--- src/common/rv_settings.svh ---
// build options for the core; the load-use switch trades one bubble against a dmem_rdata to ALU path
`ifndef RV_SETTINGS_SVH
`define RV_SETTINGS_SVH

// data and address width
`define XLEN 64

`define NUM_REGS 32

// first fetch address after reset
`define PC_RESET 64'h0

// 1 stalls decode behind a load in execute
// 0 lets the consumer pick up dmem_rdata directly in execute
`define LOAD_USE_STALL 1

`endif

--- src/common/rv_pkg.sv ---
// types for the reduced RV64 pipeline; only the opcodes listed here are decoded
`include "rv_settings.svh"

package rv_pkg;

  typedef logic [`XLEN-1:0] xlen_t;
  typedef logic [$clog2(`NUM_REGS)-1:0] reg_idx_t;

  typedef enum logic [6:0] {
    opc_op     = 7'b0110011,
    opc_op_imm = 7'b0010011,
    opc_lui    = 7'b0110111,
    opc_load   = 7'b0000011,
    opc_store  = 7'b0100011,
    opc_branch = 7'b1100011,
    opc_jal    = 7'b1101111
  } opcode_e;

  typedef enum logic [2:0] {
    alu_add,
    alu_sub,
    alu_and,
    alu_or,
    alu_xor,
    alu_slt,
    alu_pass_b
  } alu_op_e;

  typedef struct packed {
    alu_op_e  alu_op;
    logic     src_a_pc;
    logic     src_b_imm;
    xlen_t    imm;
    reg_idx_t rs1;
    reg_idx_t rs2;
    reg_idx_t rd;
    logic     reg_write;
    logic     mem_read;
    logic     mem_write;
    logic     is_branch;
    logic     branch_ne;
    logic     is_jal;
  } uop_t;

endpackage

--- src/common/stage_link_if.sv ---
// one pipeline slot; it moves on a rising edge when valid and allowin are both high
`timescale 1ns/100ps

interface stage_link_if;
  import rv_pkg::*;

  logic  valid;
  logic  allowin;
  xlen_t pc;
  uop_t  uop;
  xlen_t rs1_data;
  xlen_t rs2_data;

  modport up (output valid, pc, uop, rs1_data, rs2_data, input allowin);
  modport down (input valid, pc, uop, rs1_data, rs2_data, output allowin);

endinterface

--- src/design/core/execute_unit.sv ---
// single-cycle ALU; a redirect is raised only on the edge the branch moves on to memory
`timescale 1ns/100ps

module execute_unit (
  input  logic             clock,
  input  logic             reset,
  stage_link_if.down       id,
  stage_link_if.up         mem,
  output rv_pkg::reg_idx_t load_rd,
  output logic             load_valid,
  input  logic             fwd_mem_valid,
  input  logic             fwd_wb_valid,
  input  rv_pkg::reg_idx_t fwd_mem_rd,
  input  rv_pkg::reg_idx_t fwd_wb_rd,
  input  rv_pkg::xlen_t    fwd_mem_data,
  input  rv_pkg::xlen_t    fwd_wb_data,
  output logic             redirect,
  output rv_pkg::xlen_t    redirect_pc
);
  import rv_pkg::*;

  logic  ex_valid;
  xlen_t ex_pc;
  uop_t  ex_uop;
  xlen_t ex_rs1;
  xlen_t ex_rs2;
  xlen_t op_rs1;
  xlen_t op_rs2;
  xlen_t alu_a;
  xlen_t alu_b;
  xlen_t alu_y;
  logic  taken;

  // memory stage is younger than writeback and wins
  function automatic xlen_t forward(reg_idx_t idx, xlen_t stale);
    if (fwd_mem_valid && fwd_mem_rd == idx) begin
      return fwd_mem_data;
    end
    if (fwd_wb_valid && fwd_wb_rd == idx) begin
      return fwd_wb_data;
    end
    return stale;
  endfunction

  assign id.allowin = !ex_valid || mem.allowin;

  always_ff @(posedge clock) begin
    if (reset || redirect) begin
      ex_valid <= 1'b0;
    end else if (id.allowin) begin
      ex_valid <= id.valid;
    end
  end

  always_ff @(posedge clock) begin
    if (id.valid && id.allowin) begin
      ex_pc  <= id.pc;
      ex_uop <= id.uop;
      ex_rs1 <= id.rs1_data;
      ex_rs2 <= id.rs2_data;
    end
  end

  always_comb begin
    op_rs1 = forward(ex_uop.rs1, ex_rs1);
    op_rs2 = forward(ex_uop.rs2, ex_rs2);
    alu_a  = ex_uop.src_a_pc ? ex_pc : op_rs1;
    alu_b  = ex_uop.src_b_imm ? ex_uop.imm : op_rs2;
    case (ex_uop.alu_op)
      alu_sub:    alu_y = alu_a - alu_b;
      alu_and:    alu_y = alu_a & alu_b;
      alu_or:     alu_y = alu_a | alu_b;
      alu_xor:    alu_y = alu_a ^ alu_b;
      alu_slt:    alu_y = xlen_t'($signed(alu_a) < $signed(alu_b));
      alu_pass_b: alu_y = alu_b;
      default:    alu_y = alu_a + alu_b;
    endcase
  end

  assign taken       = ex_uop.is_jal ||
                       (ex_uop.is_branch && ((op_rs1 == op_rs2) != ex_uop.branch_ne));
  assign redirect    = ex_valid && taken && mem.allowin;
  assign redirect_pc = ex_pc + ex_uop.imm;

  assign load_rd    = ex_uop.rd;
  assign load_valid = ex_valid && ex_uop.mem_read;

  // result rides in rs1_data and store data in rs2_data
  assign mem.valid    = ex_valid;
  assign mem.pc       = ex_pc;
  assign mem.uop      = ex_uop;
  assign mem.rs1_data = ex_uop.is_jal ? ex_pc + xlen_t'(4) : alu_y;
  assign mem.rs2_data = op_rs2;

  // no younger slot is offered while the branch redirects
  a_redirect_squash: assert property (@(posedge clock) disable iff (reset)
    redirect |-> !id.valid);

endmodule

--- src/flat_wrapper.sv ---
// flat-port wrapper written by rule: the top's interface ports become plain ports
module execute_unit_flat import rv_pkg::*;
  (clock, reset, load_rd, load_valid, fwd_mem_valid, fwd_wb_valid, fwd_mem_rd, fwd_wb_rd, fwd_mem_data, fwd_wb_data, redirect, redirect_pc, id_valid, id_pc, id_uop, id_rs1_data, id_rs2_data, id_allowin, mem_valid, mem_pc, mem_uop, mem_rs1_data, mem_rs2_data, mem_allowin);
  stage_link_if id_i ();
  stage_link_if mem_i ();
  input  logic clock;
  input  logic reset;
  output rv_pkg::reg_idx_t load_rd;
  output logic load_valid;
  input  logic fwd_mem_valid;
  input  logic fwd_wb_valid;
  input  rv_pkg::reg_idx_t fwd_mem_rd;
  input  rv_pkg::reg_idx_t fwd_wb_rd;
  input  rv_pkg::xlen_t fwd_mem_data;
  input  rv_pkg::xlen_t fwd_wb_data;
  output logic redirect;
  output rv_pkg::xlen_t redirect_pc;
  input wire logic [$bits(id_i.valid)-1:0] id_valid;
  input wire logic [$bits(id_i.pc)-1:0] id_pc;
  input wire logic [$bits(id_i.uop)-1:0] id_uop;
  input wire logic [$bits(id_i.rs1_data)-1:0] id_rs1_data;
  input wire logic [$bits(id_i.rs2_data)-1:0] id_rs2_data;
  output wire logic [$bits(id_i.allowin)-1:0] id_allowin;
  output wire logic [$bits(mem_i.valid)-1:0] mem_valid;
  output wire logic [$bits(mem_i.pc)-1:0] mem_pc;
  output wire logic [$bits(mem_i.uop)-1:0] mem_uop;
  output wire logic [$bits(mem_i.rs1_data)-1:0] mem_rs1_data;
  output wire logic [$bits(mem_i.rs2_data)-1:0] mem_rs2_data;
  input wire logic [$bits(mem_i.allowin)-1:0] mem_allowin;
  assign id_i.valid = id_valid;
  assign id_i.pc = id_pc;
  assign id_i.uop = id_uop;
  assign id_i.rs1_data = id_rs1_data;
  assign id_i.rs2_data = id_rs2_data;
  assign id_allowin = id_i.allowin;
  assign mem_valid = mem_i.valid;
  assign mem_pc = mem_i.pc;
  assign mem_uop = mem_i.uop;
  assign mem_rs1_data = mem_i.rs1_data;
  assign mem_rs2_data = mem_i.rs2_data;
  assign mem_i.allowin = mem_allowin;
  execute_unit u_core (.clock(clock), .reset(reset), .id(id_i), .mem(mem_i), .load_rd(load_rd), .load_valid(load_valid), .fwd_mem_valid(fwd_mem_valid), .fwd_wb_valid(fwd_wb_valid), .fwd_mem_rd(fwd_mem_rd), .fwd_wb_rd(fwd_wb_rd), .fwd_mem_data(fwd_mem_data), .fwd_wb_data(fwd_wb_data), .redirect(redirect), .redirect_pc(redirect_pc));
endmodule
--- config.mk ---
export PLATFORM = sky130hd
export DESIGN_NAME = execute_unit_flat
export DESIGN_NICKNAME = d
export VERILOG_FILES = /design/src/common/rv_pkg.sv /design/src/common/stage_link_if.sv /design/src/design/core/execute_unit.sv /design/src/flat_wrapper.sv
export VERILOG_INCLUDE_DIRS = /design/src /design/src/common
export SDC_FILE = /design/constraint.sdc
export NUM_CORES = 1
export LEC_CHECK = 0
export BUFFER_PORTS_ARGS = -buffer_cell sky130_fd_sc_hd__buf_4
export CAP_MARGIN = 10
export CORE_AREA = 2 2 300 302
export DETAILED_ROUTE_END_ITERATION = 10
export DIE_AREA = 0 0 302 304
export RECOVER_POWER = 100
export SLEW_MARGIN = 0
export SYNTH_ARGS = -nofsm -noshare
export SYNTH_HDL_FRONTEND = slang
export SYNTH_SLANG_ARGS = --single-unit
--- constraint.sdc ---
create_clock -name clock -period 8.5 [get_ports clock]
set_input_delay 0.85 -clock clock [delete_from_list [all_inputs] [get_ports clock]]
set_output_delay 0.85 -clock clock [all_outputs]
set_load 0.02 [all_outputs]
; ---- Word level (Yosys, flattened, before mapping)
; Cells that the tools add are included.
[totals]
regBits = 283
inputBits = 426
output_inout_bits = 355
[op_classes]
n_addsub = 4
magnitude_cmp = 1
n_eq_ne = 12
n_mux = 18
bitwise = 3
reduce_logical = 13
[op_table]
columns = cell, count
row1 = $mux 64, 11
row2 = $pmux 64 s6, 1
row3 = $add 64x64->64, 2
row4 = $add 64x3->64 const B, 1
row5 = $and 64x64->64, 1
row6 = $eq 64x64->1, 1
row7 = $lt 64x64->1, 1
row8 = $or 64x64->64, 1
row9 = $sub 64x64->64, 1
row10 = $xor 64x64->64, 1
row11 = $eq 5x5->1, 4
row12 = $eq 3x3->1 const B, 3
row13 = $logic_and 1x1->1, 9
row14 = $eq 3x2->1 const B, 2
row15 = $mux 1, 6
row16 = $eq 3x1->1 const B, 1
row17 = $logic_or 1x1->1, 3
row18 = $logic_not 1->1, 1
row19 = $ne 1x1->1, 1

; ---- Depth between registers and ports, before layout
[logic_depth]
ltp_word = 13
mapped_depth = 26
ltp_nobuf = 21

; ---- Worst setup path before layout
; No wires, ideal clock.
[synth_timing]
path_type = input-to-reg
start = input mem_allowin
end = register u_core.ex_rs1[0], enable pin
setup_ns = 0.678
t_arrival_ns = 7.544
slack_ns = 0.278
stages = 2
n_path_buf = 0
cell_sequence = nand2b_1 -> and2_1
[synth_via]
elab_chain_cells = 2
[synth_rtl]
columns = item, line_no
row1 = "start, declared", flat_wrapper.sv:29  ; input wire logic [$bits(mem_i.allowin)-1:0] mem_allowin;
row2 = $logic_or 1x1->1, execute_unit.sv:45  ; assign id.allowin = !ex_valid || mem.allowin;
row3 = $logic_and 1x1->1, execute_unit.sv:56  ; if (id.valid && id.allowin) begin
row4 = "end signal, assigned", execute_unit.sv:59  ; ex_rs1 <= id.rs1_data;
row5 = "end, declared", execute_unit.sv:25  ; xlen_t ex_rs1;
; No other way between the ends.
; A chain may end at the register's enable or synchronous reset.

; ---- Worst setup path in the final report
[layout_timing]
start = register u_core.ex_uop, in the netlist u_core.mem.uop[15]
end = output mem_rs1_data[62]
[layout_via]
elab_chain_cells = 10
elab_cells_between_ends = 18
cone_classes = 2 x add/sub / 2 x eq/ne / 9 x mux / 3 x bitwise / 2 x reduce/logical
[layout_rtl]
columns = item, line_no
row1 = "start, declared", execute_unit.sv:24  ; uop_t ex_uop;
row2 = "start signal, assigned", execute_unit.sv:58  ; ex_uop <= id.uop;
row3 = $eq 5x5->1, execute_unit.sv:39  ; if (fwd_wb_valid && fwd_wb_rd == idx) begin
row4 = $logic_and 1x1->1, execute_unit.sv:39
row5 = $mux 1 (2 in a row), execute_unit.sv:39
row6 = $mux 64, execute_unit.sv:42  ; return stale;
row7 = $mux 64 (*), execute_unit.sv:39
row8 = $mux 64 (*), execute_unit.sv:68  ; alu_b = ex_uop.src_b_imm ? ex_uop.imm : op_rs2;
row9 = "$add 64x64->64, or another cell as far along", execute_unit.sv:76  ; default: alu_y = alu_a + alu_b;
row10 = $pmux 64 s6 (*), execute_unit.sv:69  ; case (ex_uop.alu_op)
row11 = $mux 64 (*), execute_unit.sv:92  ; assign mem.rs1_data = ex_uop.is_jal ? ex_pc + xlen_t'(4) : alu_y;
row12 = "end, declared", flat_wrapper.sv:27  ; output wire logic [$bits(mem_i.rs1_data)-1:0] mem_rs1_data;
; Every way passes the cells marked *; elsewhere a longest branch is shown, timed or not. The select of a mux whose other input is x is not followed.

==> results.json <==
{
  "p_leak_nw": 15.7,
  "start_kind": "flop",
  "port_buffers": 780,
  "firstDrtPassIters": 6,
  "slew_viol_final": 357,
  "finalNonFillerCells": 5695,
  "numCtsBuffers": 36,
  "cts_setup_buffers": 0,
  "p_comb_share_pct": 48.9,
  "pre_cts_slack_ns": 0.529,
  "routedWlPerCell_um": 33.2,
  "synth_area_leaders": "edfxtp_1, ha_1, mux2i_1",
  "min-delay-start": "reset",
  "clk_pin_slew_ns": 0.07,
  "clock_skew_ns": 0.0322,
  "ant_nets": 0,
  "pwr-share-clk_pct": 24.4,
  "worstMarginPinSlew_ns": 4.73,
  "cts_resized": 0,
  "num_rows": 110,
  "yosys.area.top_type_share_pct": 27.4,
  "synth.most_common_cell": "a21oi_1",
  "vdd_ir_drop_max_v": 0.000148,
  "synth_commonest_cells": "a21oi_1, o21ai_0, nor2_1, nand2_1, edfxtp_1",
  "slew_headroom_pct": -215,
  "dp_cells": 5619,
  "synth_edf_count": 282,
  "grt_start_max_net_pins": 80,
  "netSwitchingFraction_pct": 45.3,
  "p_per_area_nw_per_um2": 174,
  "rr_endpoint": "u_core.mem.uop[35]",
  "grt_pass1_vias": 32760,
  "arrival_ns": 7.45,
  "path_max_fanout": 37,
  "initial_utilization_pct": 34.7,
  "cts.sink_count": 283,
  "holdWs_ns": 0.416,
  "grt_usage_pct": 39.6,
  "ioPinCount": 781,
  "synth_nets": 4385,
  "syn_area_um2": 30900,
  "nNetsFinal": 5167,
  "clock_latency_ns": 0.61,
  "fmax_mhz": 120,
  "synth_top_area_cell": "edfxtp_1",
  "async_flop_share_pct": 0,
  "cts_tree": "done",
  "ys.flop_type": "edfxtp_1",
  "synth_cell_types": 92,
  "die_w_um": 302,
  "die_h_um": 304,
  "setup_viol": 0,
  "wirelength_mm": 189,
  "avgViaCountPerCell": 6.18,
  "holdBufCountCts": 0,
  "critPathKind": "reg2out",
  "htree_levels": 2,
  "end_kind": "primary output",
  "vias": 35186,
  "hp-class": "in2reg",
  "p_int_mw": 3.70,
  "setup_ws_ns": 0.200,
  "r2r_setup_slack_ns": 2.09,
  "seqPwrFrac_pct": 26.8,
  "violations": "max-capacitance violations, max-slew violations",
  "drtIter0Drc": 4665,
  "fin_tns_setup_ns": 0,
  "yosys_warnings": 0,
  "rsz0062_at_grt": "no",
  "coreArea_um2": 89000,
  "holdPathEnd": "u_core.mem.valid",
  "grt_antenna_before_repair": 23,
  "reg2reg_depth": 3,
  "period_needed_ns": 8.30,
  "gp_congestion": 1.06,
  "maxCapViolCount": 6,
  "period_share_pct": 97.6,
  "cp.required_ns": 7.65,
  "min_path_cells": 2,
  "post_synth.cell_area_avg_um2": 8.36,
  "layout-area-overhead-vs-synth_pct": 25.9,
  "syn_inst": 3700,
  "grt_pass1_wl_mm": 259,
  "clockBufferDepth": 3,
  "drc": 0,
  "outcome": "finished with violations",
  "ys_ff_latch": 283,
  "hold_violations": 0,
  "ys_seq_area_share_pct": 27.5,
  "worstReg2RegStart": "u_core.mem.valid",
  "grt_overflow": 0,
  "cts_root_buffer": "clkbuf_16",
  "netSwitchingPower_mw": 3.07,
  "drive_above_1_share_pct": 17.9,
  "die_area_um2": 91800,
  "dp_hpwl_mm": 155
}
how the worst max path moves through the flow:
stage	startpoint	endpoint	slack [ns]	cells past startpoint
floorplan	mem_allowin	u_core.ex_rs1[0]	0.28	2
global placement	fwd_wb_rd[0]	mem_rs1_data[60]	0.74	24
detailed placement	fwd_wb_rd[0]	mem_rs1_data[31]	0.53	25
CTS	u_core.mem.uop[11]	mem_rs1_data[31]	0.29	24
global route	u_core.mem.uop[15]	mem_rs1_data[62]	0.007	24
finish	u_core.mem.uop[15]	mem_rs1_data[62]	0.20	25
cells by family after synthesis:
| logic type | Yosys count | synth area share, % |
|---|---|---|
| buf+inv | 447 | 5.59 |
| fa+ha+maj | 259 | 10.6 |
| mux | 264 | 8.82 |
| compound gates | 1259 | 26.5 |
| xor+xnor | 237 | 6.71 |
| simple gates | 951 | 14.4 |
| flops | 283 | 27.5 |
critical path: stages (launching register included):
cell and delay (ns):
edfxtp_1 0.49, xnor2_1 0.23, nand4_1 0.22, nor2_4 0.18
buf_12 0.29, mux2i_2 0.38, a21oi_1 0.16, mux2i_1 0.28
inv_1 0.12, ha_1 0.26, fa_1 0.41, o21bai_1 0.31
nand4_1 0.16, a21boi_0 0.35, buf_4 0.18, o2111ai_1 0.15
a2111o_1 0.52, nand3_1 0.36, a21oi_1 0.12, o221a_1 0.34
a21o_1 0.25, o31ai_1 0.23, clkbuf_2 0.24, o31ai_1 0.12
o31a_1 0.28, buf_4 0.16
layer usage:
layer / track usage, % / wire length (um)
met1: 55.4 / 79100
met2: 54.9 / 75600
met3: 14.7 / 25800
met4: 14.7 / 8230
met5: 0 / 179
through the flow:
step	cell area (um2)	power [mW]	util [%]
global route	38900	7.00	43.7
finish	38900	6.78	43.7
detailed placement	38900	5.16	43.7
CTS	40200	6.81	45.1
floorplan	30900	3.63	-
global placement	38900	5.18	43.7
power by group through the flow:
stage	registers (mW)	clock network (mW)	logic, mW
after floorplan	1.80	0	1.83
after global placement	1.83	0	3.35
after detailed placement	1.82	0	3.33
after CTS	1.79	1.66	3.35
after global routing	1.81	1.72	3.47
final	1.82	1.65	3.31
state kept, by name, indices dropped and copies added, names as in the netlist:
name,cells
u_core.mem.uop,85
u_core.ex_rs1,64
u_core.ex_rs2,64
u_core.mem.pc,64
u_core.load_rd,5
u_core.mem.valid,1
layout make-up:
cell class | instances | area [um2]
flip-flops and latches | 283 | 8490
repair buffers | 970 | 6100
clock buffers | 40 | 916
multi-input cells | 2970 | 20800
diodes | 10 | 25.0
fillers | 9305 | 50100
inverters | 221 | 830
well taps | 1176 | 1470
clock inverters | 25 | 315
cells in the final DEF (no fill, tap or decap), types with 35 or more instances in the layout:
cell       count
o21ai_0      296
nand2_1      283
mux2_2        68
xor2_1       101
o221ai_1      66
mux2i_1      194
a221o_1       39
clkbuf_1     340
xnor2_1      136
ha_1         256
o21bai_1      38
nand4_1       35
clkbuf_16     36
nor3_1        52
edfxtp_1     282
a21o_1        84
clkbuf_4     262
nand3_1       78
nor2_1       280
a21oi_1      365
a211oi_1      45
inv_1        219
a221oi_1      44
buf_4        354
Power figures use the tool's default switching activity.
