[src/common/rv_settings.svh]
// build options for the core; the load-use switch trades one bubble against a dmem_rdata to ALU path
`ifndef RV_SETTINGS_SVH
`define RV_SETTINGS_SVH

// data and address width
`define XLEN 64

`define NUM_REGS 32

// first fetch address after reset
`define PC_RESET 64'h0

// 1 stalls decode behind a load in execute
// 0 lets the consumer pick up dmem_rdata directly in execute
`define LOAD_USE_STALL 1

`endif

[src/common/rv_pkg.sv]
// types for the reduced RV64 pipeline; only the opcodes listed here are decoded
`include "rv_settings.svh"

package rv_pkg;

  typedef logic [`XLEN-1:0] xlen_t;
  typedef logic [$clog2(`NUM_REGS)-1:0] reg_idx_t;

  typedef enum logic [6:0] {
    opc_op     = 7'b0110011,
    opc_op_imm = 7'b0010011,
    opc_lui    = 7'b0110111,
    opc_load   = 7'b0000011,
    opc_store  = 7'b0100011,
    opc_branch = 7'b1100011,
    opc_jal    = 7'b1101111
  } opcode_e;

  typedef enum logic [2:0] {
    alu_add,
    alu_sub,
    alu_and,
    alu_or,
    alu_xor,
    alu_slt,
    alu_pass_b
  } alu_op_e;

  typedef struct packed {
    alu_op_e  alu_op;
    logic     src_a_pc;
    logic     src_b_imm;
    xlen_t    imm;
    reg_idx_t rs1;
    reg_idx_t rs2;
    reg_idx_t rd;
    logic     reg_write;
    logic     mem_read;
    logic     mem_write;
    logic     is_branch;
    logic     branch_ne;
    logic     is_jal;
  } uop_t;

endpackage

[src/design/core/fetch_unit.sv]
// one fetch at a time; imem_valid is low while decode is full or a redirect is taken
`timescale 1ns/100ps
`include "rv_settings.svh"

module fetch_unit (
  input  logic          clock,
  input  logic          reset,
  input  logic          redirect,
  input  rv_pkg::xlen_t redirect_pc,
  input  logic          id_allowin,
  output logic          imem_valid,
  input  logic          imem_ready,
  output rv_pkg::xlen_t imem_addr,
  input  logic [31:0]   imem_data,
  output logic          id_valid,
  output rv_pkg::xlen_t id_pc,
  output logic [31:0]   id_inst
);
  import rv_pkg::*;

  logic  started;
  xlen_t pc;
  logic  fire;

  // the pc only moves on a handshake or while valid is low
  assign imem_valid = started && id_allowin && !redirect;
  assign imem_addr  = pc;
  assign fire       = imem_valid && imem_ready;

  always_ff @(posedge clock) begin
    if (reset) begin
      started  <= 1'b0;
      pc       <= `PC_RESET;
      id_valid <= 1'b0;
    end else begin
      started <= 1'b1;
      if (redirect) begin
        pc       <= redirect_pc;
        id_valid <= 1'b0;
      end else if (fire) begin
        pc       <= pc + xlen_t'(4);
        id_valid <= 1'b1;
      end else if (id_allowin) begin
        id_valid <= 1'b0;
      end
    end
  end

  always_ff @(posedge clock) begin
    if (fire) begin
      id_pc   <= pc;
      id_inst <= imem_data;
    end
  end

  a_imem_addr_stable: assert property (@(posedge clock) disable iff (reset)
    imem_valid && !imem_ready |=> $stable(imem_addr));

endmodule

[config.mk]
export PLATFORM = sky130hd
export DESIGN_NAME = fetch_unit
export DESIGN_NICKNAME = d
export VERILOG_FILES = /design/src/common/rv_pkg.sv /design/src/design/core/fetch_unit.sv
export VERILOG_INCLUDE_DIRS = /design/src /design/src/common
export SDC_FILE = /design/constraint.sdc
export NUM_CORES = 1
export LEC_CHECK = 0
export ABC_AREA = 1
export BUFFER_PORTS_ARGS = -buffer_cell sky130_fd_sc_hd__buf_4
export CELL_PAD_IN_SITES_DETAIL_PLACEMENT = 0
export CELL_PAD_IN_SITES_GLOBAL_PLACEMENT = 2
export CORE_AREA = 2 2 173 175
export DETAILED_ROUTE_END_ITERATION = 8
export DIE_AREA = 0 0 175 177
export PLACE_DENSITY = 0.87
export SLEW_MARGIN = 20
export SYNTH_ARGS = -nofsm -noshare
export SYNTH_HDL_FRONTEND = slang
export SYNTH_SLANG_ARGS = --single-unit
[constraint.sdc]
create_clock -name clock -period 2.6 [get_ports clock]
set_input_delay 0.52 -clock clock [delete_from_list [all_inputs] [get_ports clock]]
set_output_delay 0.52 -clock clock [all_outputs]
set_load 0.1 [all_outputs]
# After elaboration in Yosys (flattened, before gate mapping)
# Index checks and enable logic that the tools add are counted.
[classes] n_lt_le_gt_ge=0 n_mul=0 bitwise_logic=0 eq_ne=0 add_sub_neg=1 mux=5 n_reduce_logical=7 div=0 n_shift=0
[op_table] op="two-way mux 64 bit" count=2
[op_table] op="adder 64 x 3 -> 64 bit (second input constant)" count=1
[op_table] op="nonzero test 2 bit" count=2
[op_table] op="logical AND 1 bit" count=3
[op_table] op="two-way mux 1 bit" count=3
[op_table] op="OR reduction 2 bit" count=1
[op_table] op="logical NOT 1 bit" count=1
[totals] elab_cells=18 ram_bits=0 mem_count=0 regBits=162 romBits=0 out_inout_bits=162 input_bits=101 latchBits=0

# Depth between registers and ports, before layout
# Gate-level depths: netlist of run 1.
[logic_depth] word_depth=5 mapped_depth=11 depth_no_buf=11

# Least setup slack after synthesis of run 1
# No wires, ideal clock.
[synth_timing] path_kind="input port to flip-flop" from="in redirect" to="reg id_inst[0] (enable)" setup_slack_ps=-1074 arrival_time_ps=3260 n_path_buf=3 cell_stages=6 setup_time_ps=414 cell_sequence="buf_2 -> nor2_2 -> nand2_2 -> inv_2 -> buf_6 -> buf_2"
[synth_between] elab_chain_cells=3
[synth_lines] element="start, declared" line="fetch_unit.sv:8" source="input logic redirect,"
[synth_lines] element="logical NOT 1 bit" line="fetch_unit.sv:26" source="assign imem_valid = started && id_allowin && !redirect;"
[synth_lines] element="logical AND 1 bit" line="fetch_unit.sv:26"
[synth_lines] element="via imem_valid" line="fetch_unit.sv:11" source="output logic imem_valid,"
[synth_lines] element="logical AND 1 bit" line="fetch_unit.sv:28" source="assign fire = imem_valid && imem_ready;"
[synth_lines] element="via fire" line="fetch_unit.sv:23" source="logic fire;"
[synth_lines] element="end signal, assigned" line="fetch_unit.sv:52" source="id_inst <= imem_data;"
[synth_lines] element="end, declared" line="fetch_unit.sv:17" source="output logic [31:0] id_inst"
# The timed path passes the listed nets, and every way through them passes these cells.
# A chain may end at the register's enable or synchronous reset.

# Worst setup path after layout of run 1
[layout_timing] from="reg pc[3] (netlist: imem_addr[3])" to="reg pc[44] (netlist: imem_addr[44])"
[layout_between] elab_chain_cells=3
[layout_lines] element="start, declared" line="fetch_unit.sv:22" source="xlen_t pc;"
[layout_lines] element="start signal, assigned" line="fetch_unit.sv:33" source="pc <= `PC_RESET;"
[layout_lines] element="start signal, assigned" line="fetch_unit.sv:38" source="pc <= redirect_pc;"
[layout_lines] element="start signal, assigned" line="fetch_unit.sv:41" source="pc <= pc + xlen_t'(4);"
[layout_lines] element="adder 64 x 3 -> 64 bit" line="fetch_unit.sv:41"
[layout_lines] element="two-way mux 64 bit" line="fetch_unit.sv:40" source="end else if (fire) begin"
[layout_lines] element="two-way mux 64 bit" line="fetch_unit.sv:37" source="if (redirect) begin"
# No other way between the ends. The select of a mux whose other input is x is not followed.

==> summary.txt, run 1 <==
Leading post-synthesis cells by cell area: edfxtp_1 39%, dfxtp_1 18%, nand2_1 11%
Hold_buf cts: 0
Buf/Inv on CP: 0
First-pass GRT wire length: 39450 um
Detailed Routing Iterations Pass 1: 5
# H-tree levels: 4
Fill cells: 3007
Remaining Overflow, GRT: 0
Pwr Density: 634.2 nW/um^2
Post-Syn Area: 7430 um^2
Netlist cell types: 29
Arr. time, crit path: 2.34 ns
Layout Nets: 1220
Syn_area_per_cell: 8.834 um^2
Final Cycle Share: 78.97%
Count of pins over their slew limit: 0
Resized cells post-CTS: 0
Register area share after synthesis: 56.58%
Post-synthesis async set-or-reset flop share: 0%
Initial Util: 25.41%
Top FF cell, synth: edfxtp_1
Initial antenna violation count: 0
Top-count cell post-synth: nand2_1
Core area: 29240 um^2
Syn_nets: 943
Area leader, netlist: edfxtp_1
Cts bufs inserted: 17
Int Pwr: 0.004564 W
DRC violations left: 0
HP Start: imem_data[20]
Worst Path Max Fanout: 6
Critical-path cell list: ha_1, nand2_2, nor2_2, nand3b_1, nor2_1, nand3_1, nand3_1, a21oi_1
Clk buf depth: 2
Critical setup path kind: flip-flop to flip-flop
Relative slew slack: 58.78%
Most frequent cells after synthesis: 226 x nand2_1, 110 x nor2_1, 96 x edfxtp_1, 66 x dfxtp_1, 60 x inv_1
Slowest cell on the critical path: dfxtp_1
R2R Path Start: imem_addr[3]
Critical path origin: imem_addr[3]
Area of the multi-input gates: 2873 um^2
Clock Sinks: 162
Via count: 6845
Kind of cell adding the most delay to the critical path: simple AND/OR/NAND/NOR gates
Cell count after synthesis: 841
Max VDD drop: 0.0003021 V
WP data required: 2.89 ns
Root Driver: clkbuf_16
Final Util: 36.16%
GP Congestion: 0.8751
Critical path launch point type: flip-flop
Via-to-Cell Ratio: 4.500
Post-route setup TNS: 0 ns
Layout area overhead: 42.32%
Clk_skew: 0.01650 ns
Post-route antenna net violation count: 0
Final HPWL DP: 20070 um
Top cell type's share of synthesized area: 38.80%
Comb power frac: 17.8%
Total global-route track usage: 16.97%
Setup repair after global routing missed its margin: no
Setup crit end kind: flip-flop
First DRT Iteration DRCs: 501
Share of layout cells above drive strength 1: 30.86%
Max-Cap Viols: 0
Outcome: finished, final reports clean
Clock latency on the worst-skew pair: 0.44 ns
Slew @ Worst Pin: 0.6183 ns
CTS tree: built
Min cycle time layout: 2.053 ns
Top Ports: 263
Sw Ratio: 31.93%
# port buffers: 262
Psw: 0.002141 W
Sequential power share: 43.4%
Vias in the first global route: 6509
Die X: 175 um
Fin. Hold Viols: 0
Storage cell area: 4204 um^2
Clock power share: 38.8%
DIE AREA: 30980 um^2
Fmax: 0.4870 GHz
Largest net degree at the start of global routing: 98
CP dominant cell by count: nand3_1
Ys Warns: 0
Row count: 63
Worst hold path class: input pin to flip-flop
CP max stage delay: 0.44 ns
Drt total wl: 26690 um
Post-synth EDFFs: 96
# setup viols final: 0
Clock Pin Slew Worst Setup and Hold Paths: 0.07 ns
Die Ht: 177 um
Antenna cell count: 0
Post-synthesis sequential element count: 162
# Post-CTS Setup Buffers: 0
WL/cell: 17.55 um
Pleak: 4.086 nW
==> layout by cell type (no fill, tap or decap), types with 9 or more instances in the layout <==
cell,n
a21oi_1,52
a22oi_1,46
a31oi_1,15
buf_4,282
clkbuf_16,17
dfxtp_1,66
edfxtp_1,96
inv_1,60
nand2_1,226
nand2_2,12
nand3_1,55
nor2_1,110
nor2_2,9
o21ai_0,11
o21bai_1,15
xnor2_1,11
==> cell families after synthesis <==
family,count (synthesis),share of synthesized area [%]
fa+ha+maj,1,0.1684
xor+xnor,17,2.004
flops,162,56.58
compound gates,144,12.09
simple gates,428,24.33
buf+inv,89,4.817
==> layer usage <==
metal  up-vias  GRT usage (%)  wire, um
met2       188          27.04     12390
met4         0          4.549       308
li1       3413              -         -
met5         -              0         0
met1      3227          23.57     12670
met3        17          3.265      1326
==> flip-flops by register name (all words and copies together), names as in the netlist <==
name / count
started: 1
id_valid: 1
imem_addr: 64
id_inst: 32
id_pc: 64
==> final cells by class <==
| class | instances | area share, % |
|---|---|---|
| flip-flops and latches | 162 | 39.76 |
| multi-input cells | 590 | 27.17 |
| repair buffers | 285 | 20.59 |
| clock buffers | 17 | 4.023 |
| inverters | 62 | 2.248 |
| clock inverters | 15 | 1.597 |
| well taps | 390 | 4.615 |
==> power by group through the flow <==
stage	clock (W)	combinational [W]	sequential, W
floorplan	0	0.000201	0.00358
global placement	0	0.00119	0.00297
detailed placement	0	0.00120	0.00297
CTS	0.00269	0.00120	0.00291
global route	0.00276	0.00124	0.00293
finish	0.00260	0.00119	0.00291
==> path summary, 6_finish.rpt <==
check | endpoint | slack (ns) | cells after the start
max | imem_addr[44] | 0.55 | 8
min | id_inst[20] | 0.26 | 1
max reg2reg | imem_addr[44] | 0.55 | 8
min reg2reg | id_pc[0] | 0.46 | 0
==> through the flow <==
step / power [W] / instances / hold slack, ns / area (um^2) / worst slack (ns)
5_1_grt: 0.006925 / 1521 / 0.2330 / 10570 / 0.3282
2_1_floorplan: 0.003785 / 841 / 0.6189 / 7441 / 0.01713
3_3_place_gp: 0.004157 / 1489 / 0.4424 / 9980 / 0.4860
4_1_cts: 0.006795 / 1521 / 0.2361 / 10570 / 0.4947
3_5_place_dp: 0.004165 / 1489 / 0.4402 / 9980 / 0.5268
6_report: 0.006706 / 1521 / 0.2587 / 10570 / 0.5467
Note: power is estimated with default switching activity, not from simulation.
==> run 2, diff against run 1 <==
Settings changed: ABC_AREA 1 to 0, CORE_AREA 2 2 173 175 to 2 2 154 156, DIE_AREA 0 0 175 177 to 0 0 156 158, PLACE_DENSITY 0.87 to 0.9.
Clock period 2.6 ns to 1.95 ns, I/O delays scaled along.
==> run 2 against run 1 <==
Compared with the run above:
- the flow now finishes with violations (negative setup slack)
- core utilization up 13 points
- combinational power up 50%
- power up 34%
- final cell count down 16%
- die area down 20%
- first-iteration DRC count down 38%
- critical path type unchanged
- highest routed layer unchanged
==> summary.txt, run 2 <==
Via count: 6324 (was 6845)
Outcome: finished, violations left (was finished, final reports clean)
DRC violations left: 0 (unchanged)
Final HPWL DP: 17430 um (was 20070 um)
Fin. Hold Viols: 0 (unchanged)
Worst Path Max Fanout: 4 (was 6)
Initial antenna violation count: 0 (unchanged)
Clk buf depth: 2 (unchanged)
DP Area: 10150 um^2 (was 9980 um^2)
Post-synth EDFFs: 96 (unchanged)
Clock Pin Slew Worst Setup and Hold Paths: 0.07 ns (about the same)
Failing checks: negative setup slack
Relative slew slack: 70.30% (was 58.78%)
Most common cell after layout, fill and taps aside: buf_4 (unchanged)
CTS tree: built (unchanged)
Top FF cell, synth: edfxtp_1 (unchanged)
Post-Syn Area: 6810 um^2 (was 7430 um^2)
Critical path launch point type: flip-flop (unchanged)
GP Congestion: 0.8397 (was 0.8751)
Root Driver: clkbuf_16 (unchanged)
Total power: 0.009014 W (was 0.006706 W)
Share of layout cells above drive strength 1: 54.83% (was 30.86%)
Fmax: 0.4779 GHz (was 0.4870 GHz)
DIE AREA: 24650 um^2 (was 30980 um^2)
First-pass GRT wire length: 34130 um (was 39450 um)
Post-route antenna net violation count: 0 (unchanged)
Fill cells: 2106 (was 3007)
First DRT Iteration DRCs: 310 (was 501)
Setup crit end kind: flip-flop (unchanged)
Area leader, netlist: edfxtp_1 (unchanged)
Register area share after synthesis: 61.73% (was 56.58%)
Row count: 56 (was 63)
Max VDD drop: 0.0004521 V (was 0.0003021 V)
Area of the multi-input gates: 2769 um^2 (was 2873 um^2)
Largest net degree at the start of global routing: 40 (was 98)
Leading post-synthesis cells by cell area: edfxtp_1 42%, dfxtp_1 19%, nor2_1 3.9% (was edfxtp_1 39%, dfxtp_1 18%, nand2_1 11%)
Final Non-Filler Cells: 1284 (was 1521)
Pleak: 4.574 nW (was 4.086 nW)
Layout Nets: 1083 (was 1220)
Min cycle time layout: 2.092 ns (was 2.053 ns)
Post-synthesis async set-or-reset flop share: 0% (unchanged)
WL/cell: 17.97 um (was 17.55 um)
Arr. time, crit path: 2.43 ns (was 2.34 ns)
Via-to-Cell Ratio: 4.925 (was 4.500)
Cell Count Post-Placement: 1218 (was 1489)
Commonest non-fill, non-tap cells in the layout: 381 x buf_4, 96 x edfxtp_1, 68 x nor2_1 (was 282 x buf_4, 226 x nand2_1, 110 x nor2_1)
Final Cycle Share: 107.3% (was 78.97%)
Clock latency on the worst-skew pair: 0.43 ns (was 0.44 ns)
Syn_area_per_cell: 11.50 um^2 (was 8.834 um^2)
Drt total wl: 23070 um (was 26690 um)
Clk_skew: 0.008691 ns (was 0.01650 ns)
Ys Warns: 0 (unchanged)
Top-count cell post-synth: edfxtp_1 (was nand2_1)
Layout area overhead: 65.63% (was 42.32%)
Die X: 156 um (was 175 um)
WP data required: 2.29 ns (was 2.89 ns)
Post-route cell area: 11280 um^2 (was 10570 um^2)
Netlist cell types: 49 (was 29)
Final worst slack: -0.1425 ns (was 0.5467 ns)
# H-tree levels: 4 (unchanged)
Antenna cell count: 0 (unchanged)
Initial Util: 29.54% (was 25.41%)
Post-route setup TNS: -0.7816 ns (was 0 ns)
Critical setup path kind: flip-flop to flip-flop (unchanged)
Most frequent cells after synthesis: 96 x edfxtp_1, 71 x nor2_1, 66 x dfxtp_1, 40 x nand2_1, 38 x nand3_1 (was 226 x nand2_1, 110 x nor2_1, 96 x edfxtp_1, 66 x dfxtp_1, 60 x inv_1)
Max-Cap Viols: 0 (unchanged)
Clock Sinks: 162 (unchanged)
Worst hold path class: input pin to flip-flop (unchanged)
Slew @ Worst Pin: 0.4454 ns (was 0.6183 ns)
Die Ht: 158 um (was 177 um)
Remaining Overflow, GRT: 0 (unchanged)
Setup repair after global routing missed its margin: yes (was no)
Cell count after synthesis: 592 (was 841)
# setup viols final: 14 (was 0)
Cts bufs inserted: 17 (unchanged)
Syn_nets: 694 (was 943)
Total global-route track usage: 18.12% (was 16.97%)
Hold_buf cts: 0 (unchanged)
Pwr Density: 799.2 nW/um^2 (was 634.2 nW/um^2)
Core area: 23050 um^2 (was 29240 um^2)
Vias in the first global route: 6121 (was 6509)
Storage cell area: 4424 um^2 (was 4204 um^2)
Detailed Routing Iterations Pass 1: 4 (was 5)
Count of pins over their slew limit: 0 (unchanged)
Post-synthesis sequential element count: 162 (unchanged)
Top Ports: 263 (unchanged)
Top cell type's share of synthesized area: 42.33% (was 38.80%)
# port buffers: 262 (unchanged)
## run 2: kinds of logic after synthesis
group	synth area share [%]
and+or+nand+nor	21.48
DFF	61.73
AOI/OAI and AO/OA	9.094
buffers and inverters	2.297
xor gates and xnor gates	3.858
muxes	1.360
adders and majority gates	0.1837
## run 2: critical path: stages, from the launching register on
cell      delay (ns)
dfxtp_4         0.34
nand4_1         0.18
buf_6           0.18
nor4_4          0.36
buf_4           0.20
nand4_4         0.12
or3_1           0.35
a311oi_2        0.27
## run 2: cell type report
cell class	instances	share of cell area, %
clock buffer	17	3.771
clock inverter	15	1.453
timing repair buffer	397	27.45
tap	290	3.217
sequential	162	39.22
inverter	10	0.3328
multi-input combinational	393	24.55
## run 2: timing repair
item,in CTS,in global routing
setup endpoints to repair,19,43
buffers inserted,19,21
cloned,0,1
pin swaps,19,29
gates resized for setup,11,40
## run 2: power by group
part | total [W] | internal (W) | switching [W]
Clock | 0.00339 | 0.00183 | 0.00156
Sequential | 0.00383 | 0.00374 | 0.0000960
Combinational | 0.00179 | 0.000498 | 0.00129
Total | 0.00901 | 0.00606 | 0.00295
## run 2: path summary, 6_finish.rpt
kind	from	to	slack [ns]	cells past startpoint
worst max-delay path	imem_addr[22]	imem_addr[60]	-0.14	7
worst min-delay path	imem_data[29]	id_inst[29]	0.13	1
worst max register to register	imem_addr[22]	imem_addr[60]	-0.14	7
worst min register to register	imem_addr[1]	id_pc[1]	0.48	0
## run 2: routing by layer
metal / routed length [um] / track usage, % / vias up
met5: 0 / 0 / -
met2: 11420 / 30.85 / 219
met3: 1625 / 4.900 / 24
met1: 9732 / 22.55 / 3027
met4: 295 / 5.417 / 0
li1: - / - / 3054
## run 2: per-stage QoR
stage,worst slack [ns],utilization [%],hold WS [ns]
2_1_floorplan,-0.7578,-,0.4889
3_5_place_dp,-0.1356,44.05,0.4546
4_1_cts,-0.06506,47.44,0.1084
6_report,-0.1425,48.93,0.1318
3_3_place_gp,-0.06440,44.05,0.4511
5_1_grt,-0.2231,48.93,0.1078
